===== config.mk =====
export PLATFORM = sky130hd
export DESIGN_NAME = dmix_core
export DESIGN_NICKNAME = d
export VERILOG_FILES = /design/src/dmix_pkg.sv /design/src/frame_fifo.sv /design/src/apb_vol_regs.sv /design/src/vol_mixer.sv /design/src/i2s_dac_drv.sv /design/src/dmix_core.sv
export VERILOG_INCLUDE_DIRS = /design/src
export SDC_FILE = /design/constraint.sdc
export NUM_CORES = 2
export LEC_CHECK = 0
export BUFFER_PORTS_ARGS = -buffer_cell sky130_fd_sc_hd__buf_2
export CORE_MARGIN = 2
export CORE_UTILIZATION = 60
export CTS_BUF_LIST = sky130_fd_sc_hd__clkbuf_8
export CTS_CLUSTER_SIZE = 30
export DETAILED_ROUTE_END_ITERATION = 6
export PLACE_DENSITY_LB_ADDON = 0.1
export RECOVER_POWER = 100
export SETUP_SLACK_MARGIN = 0.05
export SYNTH_ARGS = -nofsm -noshare
export SYNTH_HDL_FRONTEND = slang
export SYNTH_HIERARCHICAL = 1
export SYNTH_SLANG_ARGS = --single-unit

===== constraint.sdc =====
create_clock -name clk491520 -period 9.2 [get_ports clk491520]
set_input_delay 0.92 -clock clk491520 [delete_from_list [all_inputs] [get_ports clk491520]]
set_output_delay 0.92 -clock clk491520 [all_outputs]
set_load 0.01 [all_outputs]

===== src/dmix_config.svh =====
// frame FIFO depth, bit-clock divider, volume format and register offsets
`ifndef DMIX_CONFIG_SVH
`define DMIX_CONFIG_SVH

// stereo frames held between input pairing and the mixer
`define DMIX_FIFO_DEPTH 4

// clk491520 cycles per bck period, 32 bck per channel
`define DMIX_BCK_DIV 8

// unsigned Q8.24 volume
`define DMIX_VOL_WIDTH 32
`define DMIX_VOL_FRAC 24

// APB register offsets
`define DMIX_REG_VOL_L 4'h0
`define DMIX_REG_VOL_R 4'h4
`define DMIX_REG_CTRL 4'h8
`define DMIX_REG_STATUS 4'hC

`endif


===== src/dmix_pkg.sv =====
// shared types: sample, stereo frame, APB request/response, volume config, status, register map
package dmix_pkg;

    `include "dmix_config.svh"

    // one decoded PCM word, lrck high for the right channel
    typedef struct packed {
        logic signed [23:0] word;
        logic               lrck;
    } sample_t;

    // valid low when the FIFO had nothing to give
    typedef struct packed {
        logic               valid;
        logic signed [23:0] left;
        logic signed [23:0] right;
    } frame_t;

    typedef struct packed {
        logic        psel;
        logic        penable;
        logic        pwrite;
        logic [3:0]  paddr;
        logic [31:0] pwdata;
    } apb_req_t;

    typedef struct packed {
        logic [31:0] prdata;
        logic        pready;
        logic        pslverr;
    } apb_rsp_t;

    typedef struct packed {
        logic [`DMIX_VOL_WIDTH-1:0] vol_l;
        logic [`DMIX_VOL_WIDTH-1:0] vol_r;
        logic                       mute;
    } vol_cfg_t;

    // bit order matches the STATUS register
    typedef struct packed {
        logic underrun;
        logic overflow;
    } dmix_status_t;

    typedef enum logic [3:0] {
        VOL_L  = `DMIX_REG_VOL_L,
        VOL_R  = `DMIX_REG_VOL_R,
        CTRL   = `DMIX_REG_CTRL,
        STATUS = `DMIX_REG_STATUS
    } reg_addr_e;

endpackage


===== src/frame_fifo.sv =====
// frame FIFO with left/right pairing, circular buffer and pop/ack read side
`timescale 1ns/1ns
`include "dmix_config.svh"

module frame_fifo
    import dmix_pkg::*;
(
    input  logic    clk491520,
    input  logic    rst_ip,
    input  logic    in_ack_i,
    input  sample_t in_sample_i,
    input  logic    pop_i,
    output logic    ack_o,
    output frame_t  frame_o,
    output logic    ovf_o,
    output logic    unf_o
);
    localparam int DEPTH = `DMIX_FIFO_DEPTH;
    localparam int AW = $clog2(DEPTH);
    localparam int CW = AW + 1;

    logic [47:0]        mem [DEPTH];
    logic [AW-1:0]      wr_ptr;
    logic [AW-1:0]      rd_ptr;
    logic [CW-1:0]      count;
    logic signed [23:0] left_q;
    logic               left_vld_q;
    logic               push;
    logic               full;
    logic               empty;
    logic               do_push;
    logic               do_pop;

    function automatic logic [AW-1:0] next_ptr(input logic [AW-1:0] p);
        return (p == AW'(DEPTH - 1)) ? '0 : p + 1'b1;
    endfunction

    // right word completes a frame only after a left
    assign push = in_ack_i && in_sample_i.lrck && left_vld_q;
    assign full = (count == CW'(DEPTH));
    assign empty = (count == '0);
    assign do_push = push && !full;
    assign do_pop = pop_i && !empty;

    always_ff @(posedge clk491520) begin
        if (rst_ip) begin
            left_vld_q <= 1'b0;
        end else if (in_ack_i) begin
            left_vld_q <= !in_sample_i.lrck;
        end
    end

    always_ff @(posedge clk491520) begin
        if (in_ack_i && !in_sample_i.lrck) begin
            left_q <= in_sample_i.word;
        end
        if (do_push) begin
            mem[wr_ptr] <= {left_q, in_sample_i.word};
        end
        // empty FIFO still answers with an invalid silent frame
        if (pop_i) begin
            frame_o <= empty ? '0 : {1'b1, mem[rd_ptr]};
        end
    end

    always_ff @(posedge clk491520) begin
        if (rst_ip) begin
            wr_ptr <= '0;
            rd_ptr <= '0;
            count <= '0;
            ack_o <= 1'b0;
            ovf_o <= 1'b0;
            unf_o <= 1'b0;
        end else begin
            if (do_push) begin
                wr_ptr <= next_ptr(wr_ptr);
            end
            if (do_pop) begin
                rd_ptr <= next_ptr(rd_ptr);
            end
            count <= count + CW'(do_push) - CW'(do_pop);
            ack_o <= pop_i;
            ovf_o <= push && full;
            unf_o <= pop_i && empty;
        end
    end

    // pointers meet only when the buffer is empty or full
    ptr_count_agree: assert property (@(posedge clk491520) disable iff (rst_ip)
        (wr_ptr == rd_ptr) == (empty || full));

endmodule


===== src/apb_vol_regs.sv =====
// APB register file: channel volumes, mute control, sticky overflow/underrun flags
`timescale 1ns/1ns
`include "dmix_config.svh"

module apb_vol_regs
    import dmix_pkg::*;
(
    input  logic         clk491520,
    input  logic         rst_ip,
    input  apb_req_t     apb_req_i,
    output apb_rsp_t     apb_rsp_o,
    input  dmix_status_t events_i,
    output vol_cfg_t     vol_cfg_o
);
    localparam logic [`DMIX_VOL_WIDTH-1:0] VOL_UNITY = 1 << `DMIX_VOL_FRAC;

    logic         access;
    logic         wr;
    logic         err;
    logic [31:0]  rdata;
    dmix_status_t sticky_q;
    dmix_status_t clr;

    assign access = apb_req_i.psel && apb_req_i.penable;
    assign wr = access && apb_req_i.pwrite && !err;

    always_comb begin
        err = 1'b0;
        rdata = '0;
        case (reg_addr_e'(apb_req_i.paddr))
            VOL_L: rdata = vol_cfg_o.vol_l;
            VOL_R: rdata = vol_cfg_o.vol_r;
            CTRL: rdata = {31'b0, vol_cfg_o.mute};
            STATUS: begin
                rdata = {30'b0, sticky_q};
                // clearing nothing is refused
                err = apb_req_i.pwrite && (apb_req_i.pwdata[1:0] == 2'b00);
            end
            default: err = 1'b1;
        endcase
    end

    // zero wait states, failed accesses read zero
    assign apb_rsp_o.prdata = (access && !apb_req_i.pwrite && !err) ? rdata : '0;
    assign apb_rsp_o.pready = 1'b1;
    assign apb_rsp_o.pslverr = access && err;

    assign clr = (wr && reg_addr_e'(apb_req_i.paddr) == STATUS) ?
                 dmix_status_t'(apb_req_i.pwdata[1:0]) : '0;

    always_ff @(posedge clk491520) begin
        if (rst_ip) begin
            vol_cfg_o.vol_l <= VOL_UNITY;
            vol_cfg_o.vol_r <= VOL_UNITY;
            vol_cfg_o.mute <= 1'b0;
            sticky_q <= '0;
        end else begin
            if (wr) begin
                case (reg_addr_e'(apb_req_i.paddr))
                    VOL_L: vol_cfg_o.vol_l <= apb_req_i.pwdata;
                    VOL_R: vol_cfg_o.vol_r <= apb_req_i.pwdata;
                    CTRL: vol_cfg_o.mute <= apb_req_i.pwdata[0];
                    default: ;
                endcase
            end
            // a new event beats a clear in the same cycle
            sticky_q <= events_i | (sticky_q & ~clr);
        end
    end

    penable_with_psel: assert property (@(posedge clk491520) disable iff (rst_ip)
        apb_req_i.penable |-> apb_req_i.psel);

endmodule


===== src/vol_mixer.sv =====
// volume pipeline: Q8.24 multiply per channel, then shift, saturation, mute
`timescale 1ns/1ns
`include "dmix_config.svh"

module vol_mixer
    import dmix_pkg::*;
(
    input  logic     clk491520,
    input  logic     rst_ip,
    input  logic     pop_i,
    output logic     ack_o,
    output frame_t   frame_o,
    output logic     fifo_pop_o,
    input  logic     fifo_ack_i,
    input  frame_t   fifo_frame_i,
    input  vol_cfg_t vol_cfg_i
);
    localparam int PW = 24 + `DMIX_VOL_WIDTH + 1;
    localparam logic signed [PW-1:0] S_MAX = 2 ** 23 - 1;
    localparam logic signed [PW-1:0] S_MIN = -(2 ** 23);

    logic signed [PW-1:0] prod_l_q;
    logic signed [PW-1:0] prod_r_q;
    logic                 valid_q;
    logic                 mute_q;

    // volume is unsigned, so widen it with a zero sign bit
    function automatic logic signed [PW-1:0] scale(
        input logic signed [23:0]          s,
        input logic [`DMIX_VOL_WIDTH-1:0] v
    );
        logic signed [`DMIX_VOL_WIDTH:0] gain;
        gain = signed'({1'b0, v});
        return s * gain;
    endfunction

    function automatic logic signed [23:0] sat24(input logic signed [PW-1:0] p);
        logic signed [PW-1:0] q;
        q = p >>> `DMIX_VOL_FRAC;
        if (q > S_MAX) begin
            return S_MAX[23:0];
        end else if (q < S_MIN) begin
            return S_MIN[23:0];
        end
        return q[23:0];
    endfunction

    always_ff @(posedge clk491520) begin
        if (rst_ip) begin
            fifo_pop_o <= 1'b0;
            ack_o <= 1'b0;
        end else begin
            fifo_pop_o <= pop_i;
            ack_o <= fifo_ack_i;
        end
    end

    // stage one: products, with valid and mute captured alongside
    always_ff @(posedge clk491520) begin
        if (fifo_ack_i) begin
            prod_l_q <= scale(fifo_frame_i.left, vol_cfg_i.vol_l);
            prod_r_q <= scale(fifo_frame_i.right, vol_cfg_i.vol_r);
            valid_q <= fifo_frame_i.valid;
            mute_q <= vol_cfg_i.mute;
        end
    end

    // stage two
    always_comb begin
        frame_o.valid = valid_q;
        if (valid_q && !mute_q) begin
            frame_o.left = sat24(prod_l_q);
            frame_o.right = sat24(prod_r_q);
        end else begin
            frame_o.left = '0;
            frame_o.right = '0;
        end
    end

    fifo_ack_latency: assert property (@(posedge clk491520) disable iff (rst_ip)
        fifo_pop_o |=> fifo_ack_i);

endmodule


===== src/i2s_dac_drv.sv =====
// I2S DAC driver: bck, lrck and MSB-first serial data, one frame request per word clock
`timescale 1ns/1ns
`include "dmix_config.svh"

module i2s_dac_drv
    import dmix_pkg::*;
(
    input  logic   clk491520,
    input  logic   rst_ip,
    output logic   pop_o,
    input  logic   ack_i,
    input  frame_t frame_i,
    output logic   bck_o,
    output logic   lrck_o,
    output logic   data_o
);
    localparam int DIV = `DMIX_BCK_DIV;
    localparam int DW = $clog2(DIV);
    localparam int POS_W = $clog2(64 * DIV) + 1;
    // request goes out this many cycles before the frame boundary
    localparam int POP_LEAD = 16;
    localparam int POP_POS = 64 * DIV - POP_LEAD - 1;

    typedef enum logic [1:0] {IDLE, LEFT, RIGHT} dac_state_e;

    dac_state_e       state_q;
    logic [DW-1:0]    div_q;
    logic [DW-1:0]    div_nxt;
    logic [4:0]       bit_q;
    logic [POS_W-1:0] pos;
    logic             bck_end;
    logic             ch_end;
    logic             frame_load;
    logic             right_load;
    logic [23:0]      sr_q;
    logic [23:0]      hold_r_q;
    frame_t           nxt_q;
    logic             pend_q;

    assign bck_end = (div_q == DW'(DIV - 1));
    assign ch_end = bck_end && (bit_q == 5'd31);
    assign div_nxt = bck_end ? '0 : div_q + 1'b1;
    // cycle index within the stereo frame
    assign pos = ((state_q == RIGHT) ? POS_W'(32 * DIV) : '0) + POS_W'(bit_q * DIV)
                 + POS_W'(div_q);
    assign frame_load = (state_q == IDLE) || (ch_end && state_q == RIGHT);
    assign right_load = ch_end && (state_q == LEFT);

    always_ff @(posedge clk491520) begin
        if (rst_ip) begin
            state_q <= IDLE;
            div_q <= '0;
            bit_q <= '0;
        end else begin
            case (state_q)
                IDLE: state_q <= LEFT;
                LEFT: state_q <= ch_end ? RIGHT : LEFT;
                RIGHT: state_q <= ch_end ? LEFT : RIGHT;
                default: state_q <= IDLE;
            endcase
            if (state_q != IDLE) begin
                div_q <= div_nxt;
                if (bck_end) begin
                    bit_q <= bit_q + 1'b1;
                end
            end
        end
    end

    // shift register empties to zeros after 24 bits, giving the padding
    always_ff @(posedge clk491520) begin
        if (frame_load) begin
            sr_q <= nxt_q.left;
            hold_r_q <= nxt_q.right;
        end else if (right_load) begin
            sr_q <= hold_r_q;
        end else if (bck_end) begin
            sr_q <= {sr_q[22:0], 1'b0};
        end
    end

    always_ff @(posedge clk491520) begin
        if (rst_ip) begin
            bck_o <= 1'b0;
            lrck_o <= 1'b0;
            data_o <= 1'b0;
            pop_o <= 1'b0;
            pend_q <= 1'b0;
            nxt_q <= '0;
        end else begin
            bck_o <= (state_q != IDLE) && (div_nxt >= DW'(DIV / 2));
            if (ch_end) begin
                lrck_o <= (state_q == LEFT);
            end
            // slot 0 of each channel is the one-bck delay
            if (frame_load || right_load) begin
                data_o <= 1'b0;
            end else if (bck_end) begin
                data_o <= sr_q[23];
            end
            pop_o <= (state_q != IDLE) && (pos == POS_W'(POP_POS));
            if (pop_o) begin
                pend_q <= 1'b1;
            end else if (ack_i) begin
                pend_q <= 1'b0;
            end
            if (ack_i) begin
                nxt_q <= frame_i;
            end
        end
    end

    ack_needs_pop: assert property (@(posedge clk491520) disable iff (rst_ip)
        ack_i |-> pend_q);

endmodule


===== src/dmix_core.sv =====
// top level: frame FIFO, volume pipeline, APB register file and I2S DAC driver
`timescale 1ns/1ns

module dmix_core
    import dmix_pkg::*;
(
    input  logic     clk491520,
    input  logic     rst_ip,
    input  logic     in_ack_i,
    input  sample_t  in_sample_i,
    input  apb_req_t apb_req_i,
    output apb_rsp_t apb_rsp_o,
    output logic     bck_o,
    output logic     lrck_o,
    output logic     data_o
);
    logic              fifo_pop;
    logic              fifo_ack;
    frame_t            fifo_frame;
    logic              mix_pop;
    logic              mix_ack;
    frame_t            mix_frame;
    vol_cfg_t          vol_cfg;
    wire dmix_status_t fifo_events;

    frame_fifo fifo_i (
        .clk491520  (clk491520),
        .rst_ip     (rst_ip),
        .in_ack_i   (in_ack_i),
        .in_sample_i(in_sample_i),
        .pop_i      (fifo_pop),
        .ack_o      (fifo_ack),
        .frame_o    (fifo_frame),
        .ovf_o      (fifo_events.overflow),
        .unf_o      (fifo_events.underrun)
    );

    vol_mixer mixer_i (
        .clk491520   (clk491520),
        .rst_ip      (rst_ip),
        .pop_i       (mix_pop),
        .ack_o       (mix_ack),
        .frame_o     (mix_frame),
        .fifo_pop_o  (fifo_pop),
        .fifo_ack_i  (fifo_ack),
        .fifo_frame_i(fifo_frame),
        .vol_cfg_i   (vol_cfg)
    );

    apb_vol_regs regs_i (
        .clk491520(clk491520),
        .rst_ip   (rst_ip),
        .apb_req_i(apb_req_i),
        .apb_rsp_o(apb_rsp_o),
        .events_i (fifo_events),
        .vol_cfg_o(vol_cfg)
    );

    i2s_dac_drv dac_i (
        .clk491520(clk491520),
        .rst_ip   (rst_ip),
        .pop_o    (mix_pop),
        .ack_i    (mix_ack),
        .frame_i  (mix_frame),
        .bck_o    (bck_o),
        .lrck_o   (lrck_o),
        .data_o   (data_o)
    );

endmodule


# Word level (Yosys, flattened, before mapping)
# Memories as Yosys holds them, arrays and structs flattened. A register that Yosys moved wholly into a read port is not among the register bits.
# Cells that the tools add are included.
[word_totals]
inputBits = 67
ramBits = 192
mem_count = 1
reg_bits = 379
output_inout_bits = 37
[mem_list]
columns = ["name", "words", "word_bits", "rd", "rd_ports_with_merged_regs", "write_ports", "line", "source"]
rows = [
  ["fifo_i.mem", 4, 48, 1, 1, 1, "frame_fifo.sv:22", "logic [47:0] mem [DEPTH];"],
]
[classes]
bitwise = 3
reduce_logical = 41
multipliers = 2
eq_ne = 11
n_lt_le_gt_ge = 5
muxes = 32
addsub = 8
[ops]
columns = ["operator", "count"]
rows = [
  ["two-way mux 24 bit", 9],
  ["one-hot mux 32 bit (4 select lines)", 1],
  ["multiplier 24 x 33 -> 57 bit", 2],
  ["greater-than comparator 33 x 24 -> 1 bit, second input constant", 2],
  ["< comparator 33 x 24 -> 1 bit, second input constant", 2],
  ["two-way mux 49 bit", 1],
  ["two-way mux 48 bit", 1],
  ["two-way mux 32 bit", 1],
  ["logical AND 1 bit", 21],
  ["two-way mux 2 bit", 7],
  ["adder 10 x 3 -> 10 bit", 1],
  ["adder 10 x 8 -> 10 bit", 1],
  ["equality test 10 x 9 -> 1 bit, second input constant", 1],
  ["two-way mux 9 bit", 1],
  ["equality test 4 bit, second input constant", 2],
  ["two-way mux 1 bit", 8],
  ["AND reduction 2 bit", 4],
  ["equality test 2 bit, second input constant", 3],
  ["equality test 3 bit, second input constant", 2],
  ["zero test 1 bit", 6],
  ["one-hot mux 2 bit (3 select lines)", 1],
  ["adder 5 x 1 -> 5 bit, second input constant", 1],
  ["equality test 5 bit, second input constant", 1],
  ["adder 2 x 1 -> 2 bit, second input constant", 2],
  ["19 further kinds", 21],
]

# Logic depth before layout (Yosys ltp)
[logic_depth]
word_depth = 10
depth_mapped = 27

# Modules after synthesis
# Netlist, hierarchy kept.
[modules_own_cells]
columns = ["mod", "cells_per_inst", "instances", "area_each_um2"]
rows = [
  ["vol_mixer", 5666, 1, 51543.2],
  ["frame_fifo", 440, 1, 10020.9],
  ["i2s_dac_drv", 320, 1, 4394.2],
  ["apb_vol_regs", 399, 1, 3350.7],
]

# Least setup slack after synthesis
# No wires, ideal clock.
[synth_path]
kind = "reg2reg"
startpoint = "register fifo_i/frame_o[24] (netlist name)"
endpoint = "register mixer_i.prod_l_q[47], data pin"
t_arrival_ns = 6.636
slack_ns = 2.295
setup_time_ns = 0.269
t_required_ns = 8.931
path_buffers = 1
stages_incl_launch_ff = 25
path_cell_list = "edfxtp_1 > clkbuf_1 > and2_1 > fa_1 > inv_1 > fa_1 > fa_1 > fa_1 > inv_1 > fa_1 > fa_1 > inv_1 > fa_1 > inv_1 > ha_1 > a21o_1 > a21o_1 > a21oi_1 > o21ai_1 > or3_4 > a221oi_4 > o21ai_1 > a221oi_2 > o31ai_1 > xor2_1"
[synth_via]
elab_chain_len = 1
[synth_lines]
columns = ["element", "line", "source"]
rows = [
  ["from (decl)", "frame_fifo.sv:14", "output frame_t frame_o,"],
  ["from (signal assigned)", "frame_fifo.sv:62", "frame_o <= empty ? '0 : {1'b1, mem[rd_ptr]};"],
  ["multiplier 24 x 33 -> 57 bit", "vol_mixer.sv:34", "return s * gain;"],
  ["to (signal assigned)", "vol_mixer.sv:61", "prod_l_q <= scale(fifo_frame_i.left, vol_cfg_i.vol_l);"],
  ["to (decl)", "vol_mixer.sv:22", "logic signed [PW-1:0] prod_l_q;"],
]
# Every way passes these cells.
# A chain may end at the register's enable or synchronous reset.

# Worst setup path in the final report
[layout_path]
startpoint = "register fifo_i/frame_o[27] (netlist name)"
endpoint = "register mixer_i.prod_l_q[47], data pin"
# Same word-level chain as after synthesis.

==> impl_metrics.tcl <==
set metrics [dict create \
    status "finished, violations left" \
    violations "max-capacitance violations, max-slew violations" \
    drive_above_1_share 0.05847 \
    first_pass_iters 6 \
    finalWorstSetupSlack_ns 0.6467 \
    post_cts_resized 0 \
    critPathTopFamily "adder cells" \
    antenna_found_initial 7 \
    drtAntennaViolNets 0 \
    vias 46210 \
    synth_nets 8644 \
    viasPerCell 5.519 \
    cts_buffers 86 \
    hold_viol_final 0 \
    clkPwrFrac 0.406 \
    grt_setup_unrepaired "false" \
    stdcell_area_um2 72890 \
    gp_congestion 0.9264 \
    slew_violations 600 \
    irDropWorstVdd_mv 0.1330 \
    worst_pin_slew_ns 3.710 \
    highest_layer "met5" \
    dp_slack_ns 0.9667 \
    maxCapViolCount 12 \
    postSynthCellCount 6824 \
    power.total_mw 5.175 \
    io_pins 104 \
    rrSetupSlack_ns 0.65 \
    max_stage_delay_ns 0.97 \
    hp-class "register to register" \
    crit_path_end_kind "register" \
    setup_tns_ns 0 \
    setup-violations-final 0 \
    leakagePower_nw 34.19 \
    overflow 0 \
    ctsHtreeMaxLevel 3 \
    p_comb_frac 0.094 \
    fin_nets 8607 \
    grt_use_total 0.3059 \
    start_util 0.6053 \
    port_buffers 102 \
    cts_buffer_depth 3 \
    routed_wl_mm 172.5 \
    internal-power_mw 3.855 \
    rows 124 \
    dp.final_hpwl_mm 140.1 \
    fin_worst_skew_ns 0.05490 \
    cp_num_buf_inv 4 \
    postCtsHoldBufs 0 \
    avgRoutedWirePerCell_um 20.60 \
    cts.clk_slew.worst_paths_ns 0.07 \
    route.met2.wl_mm 80.97 \
    areaGrowthSynthToFinish_pct 5.176 \
    synth.avg_cell_area_um2 10.16 \
    die_x_um 343.9 \
    clock-sinks 525 \
    path_class "register to register" \
    path_common_cell "fa_1" \
    post_dp_cell_area_um2 71340 \
    cts_tree "yes" \
    crit_path_cell_trace "buf_4 -> nand2_1 -> fa_1 -> fa_1 -> fa_1 -> fa_1 -> inv_1 -> fa_1 -> fa_1 -> inv_1 -> fa_1 -> inv_1 -> ha_1 -> nand4_1 -> nor2_1 -> nand3_1 -> a211oi_1 -> or3_1 -> a221oi_1 -> o21ai_0 -> a221oi_1 -> o31ai_1 -> xor2_1" \
    min_period_ns 8.553 \
    clock_latency_ns 0.72 \
    mostFrequentLayoutCell "inv_1" \
    coreArea_um2 114500 \
    dieArea_um2 118200 \
    powerDensity_nw_per_um2 70.99 \
    drt_iter0_markers 2923 \
    drc 0 \
    root_buffer "clkbuf_8" \
    cts_setup_buffers 0 \
    critPathSlowestCell "edfxtp_1" \
    fmax_mhz 116.9 \
    yosys_warnings 6 \
    die_h_um 343.9 \
    synth_area_um2 69300 \
    arrival_ns 8.99 \
    grt_max_degree 101 \
    seqPwrFrac 0.500 \
    wl_met1_mm 74.26 \
    layout_common_cells "1462 x inv_1, 1315 x fa_1, 810 x nand2_1" \
    grt_pass1_wl_mm 278.1 \
    p_sw_mw 1.320 \
    final_util 0.6366 \
    relSlewSlack -1.473 \
    crit_required_ns 9.64 \
    cp_max_fo 22 \
    swShare 0.2550 \
    cp-start-kind "register" \
    n_fill_cell 9470 \
    grt_pass1_vias 49170 \
    wl_met3_mm 14.22 \
    post-route-period-util 0.9297 \
]
[through the flow]
stage          hold slack (ns)  cells
3_3_place_gp            0.4008   8211
2_1_floorplan           0.4003   6824
4_1_cts                 0.3507   8370
3_5_place_dp            0.4071   8211
6_report                0.4040   8373
5_1_grt                 0.4222   8371
[worst reg2reg max path, stage by stage (launching register included)]
cell and delay (ns):
edfxtp_1 0.97, buf_4 0.34, nand2_1 0.11, fa_1 0.66, fa_1 0.46, fa_1 0.52, fa_1 0.51, inv_1 0.05
fa_1 0.49, fa_1 0.52, inv_1 0.06, fa_1 0.48, inv_1 0.04, ha_1 0.43, nand4_1 0.20, nor2_1 0.23
nand3_1 0.21, a211oi_1 0.50, or3_1 0.32, a221oi_1 0.15, o21ai_0 0.40, a221oi_1 0.24, o31ai_1 0.31, xor2_1 0.09
[area by class of cell]
| type | instances | area [µm²] | share of cell area |
|---|---|---|---|
| Inverter | 1430 | 5368 | 0.07364 |
| Timing Repair Buffer | 244 | 1463 | 0.02007 |
| Sequential cell | 525 | 14330 | 0.1965 |
| Tap cell | 1512 | 1892 | 0.02595 |
| Multi-Input combinational cell | 4500 | 48070 | 0.6596 |
| Clock buffer | 94 | 1294 | 0.01775 |
| Antenna cell | 3 | 7.507 | 0.0001030 |
| Clock inverter | 65 | 464.2 | 0.006369 |
[metal layers]
metal | vias to the layer above | GRT usage
met5 | - | 0
met4 | 8 | 0.06014
met3 | 214 | 0.06051
met2 | 1536 | 0.4899
met1 | 23880 | 0.4397
li1 | 20580 | -
[worst paths after layout]
path                       from                    to  depth (start not counted)
max          fifo_i/frame_o[27]  mixer_i/prod_l_q[47]                         23
min             dac_i/nxt_q[19]    dac_i/hold_r_q[19]                          0
max reg2reg  fifo_i/frame_o[27]  mixer_i/prod_l_q[47]                         23
min reg2reg     dac_i/nxt_q[19]    dac_i/hold_r_q[19]                          0
[sequential cells by signal (all words and copies together), names as in the netlist, 3 cells and up, named ones only]
name / count
fifo_i/frame_o: 49
mixer_i/prod_l_q: 33
fifo_i/left_q: 24
fifo_i/mem: 192
dac_i/nxt_q: 48
regs_i/vol_cfg_o: 65
fifo_i/count: 3
mixer_i/prod_r_q: 33
dac_i/sr_q: 24
dac_i/div_q: 3
dac_i/bit_q: 5
dac_i/hold_r_q: 24
[power by group through the flow]
stage | combinational [mW] | clock (mW) | sequential, mW
CTS | 0.493 | 2.15 | 2.59
finish | 0.487 | 2.10 | 2.59
detailed placement | 0.484 | 0 | 2.64
floorplan | 0.327 | 0 | 2.63
global route | 0.543 | 2.25 | 2.59
global placement | 0.484 | 0 | 2.63
Power figures use the tool's default switching activity.
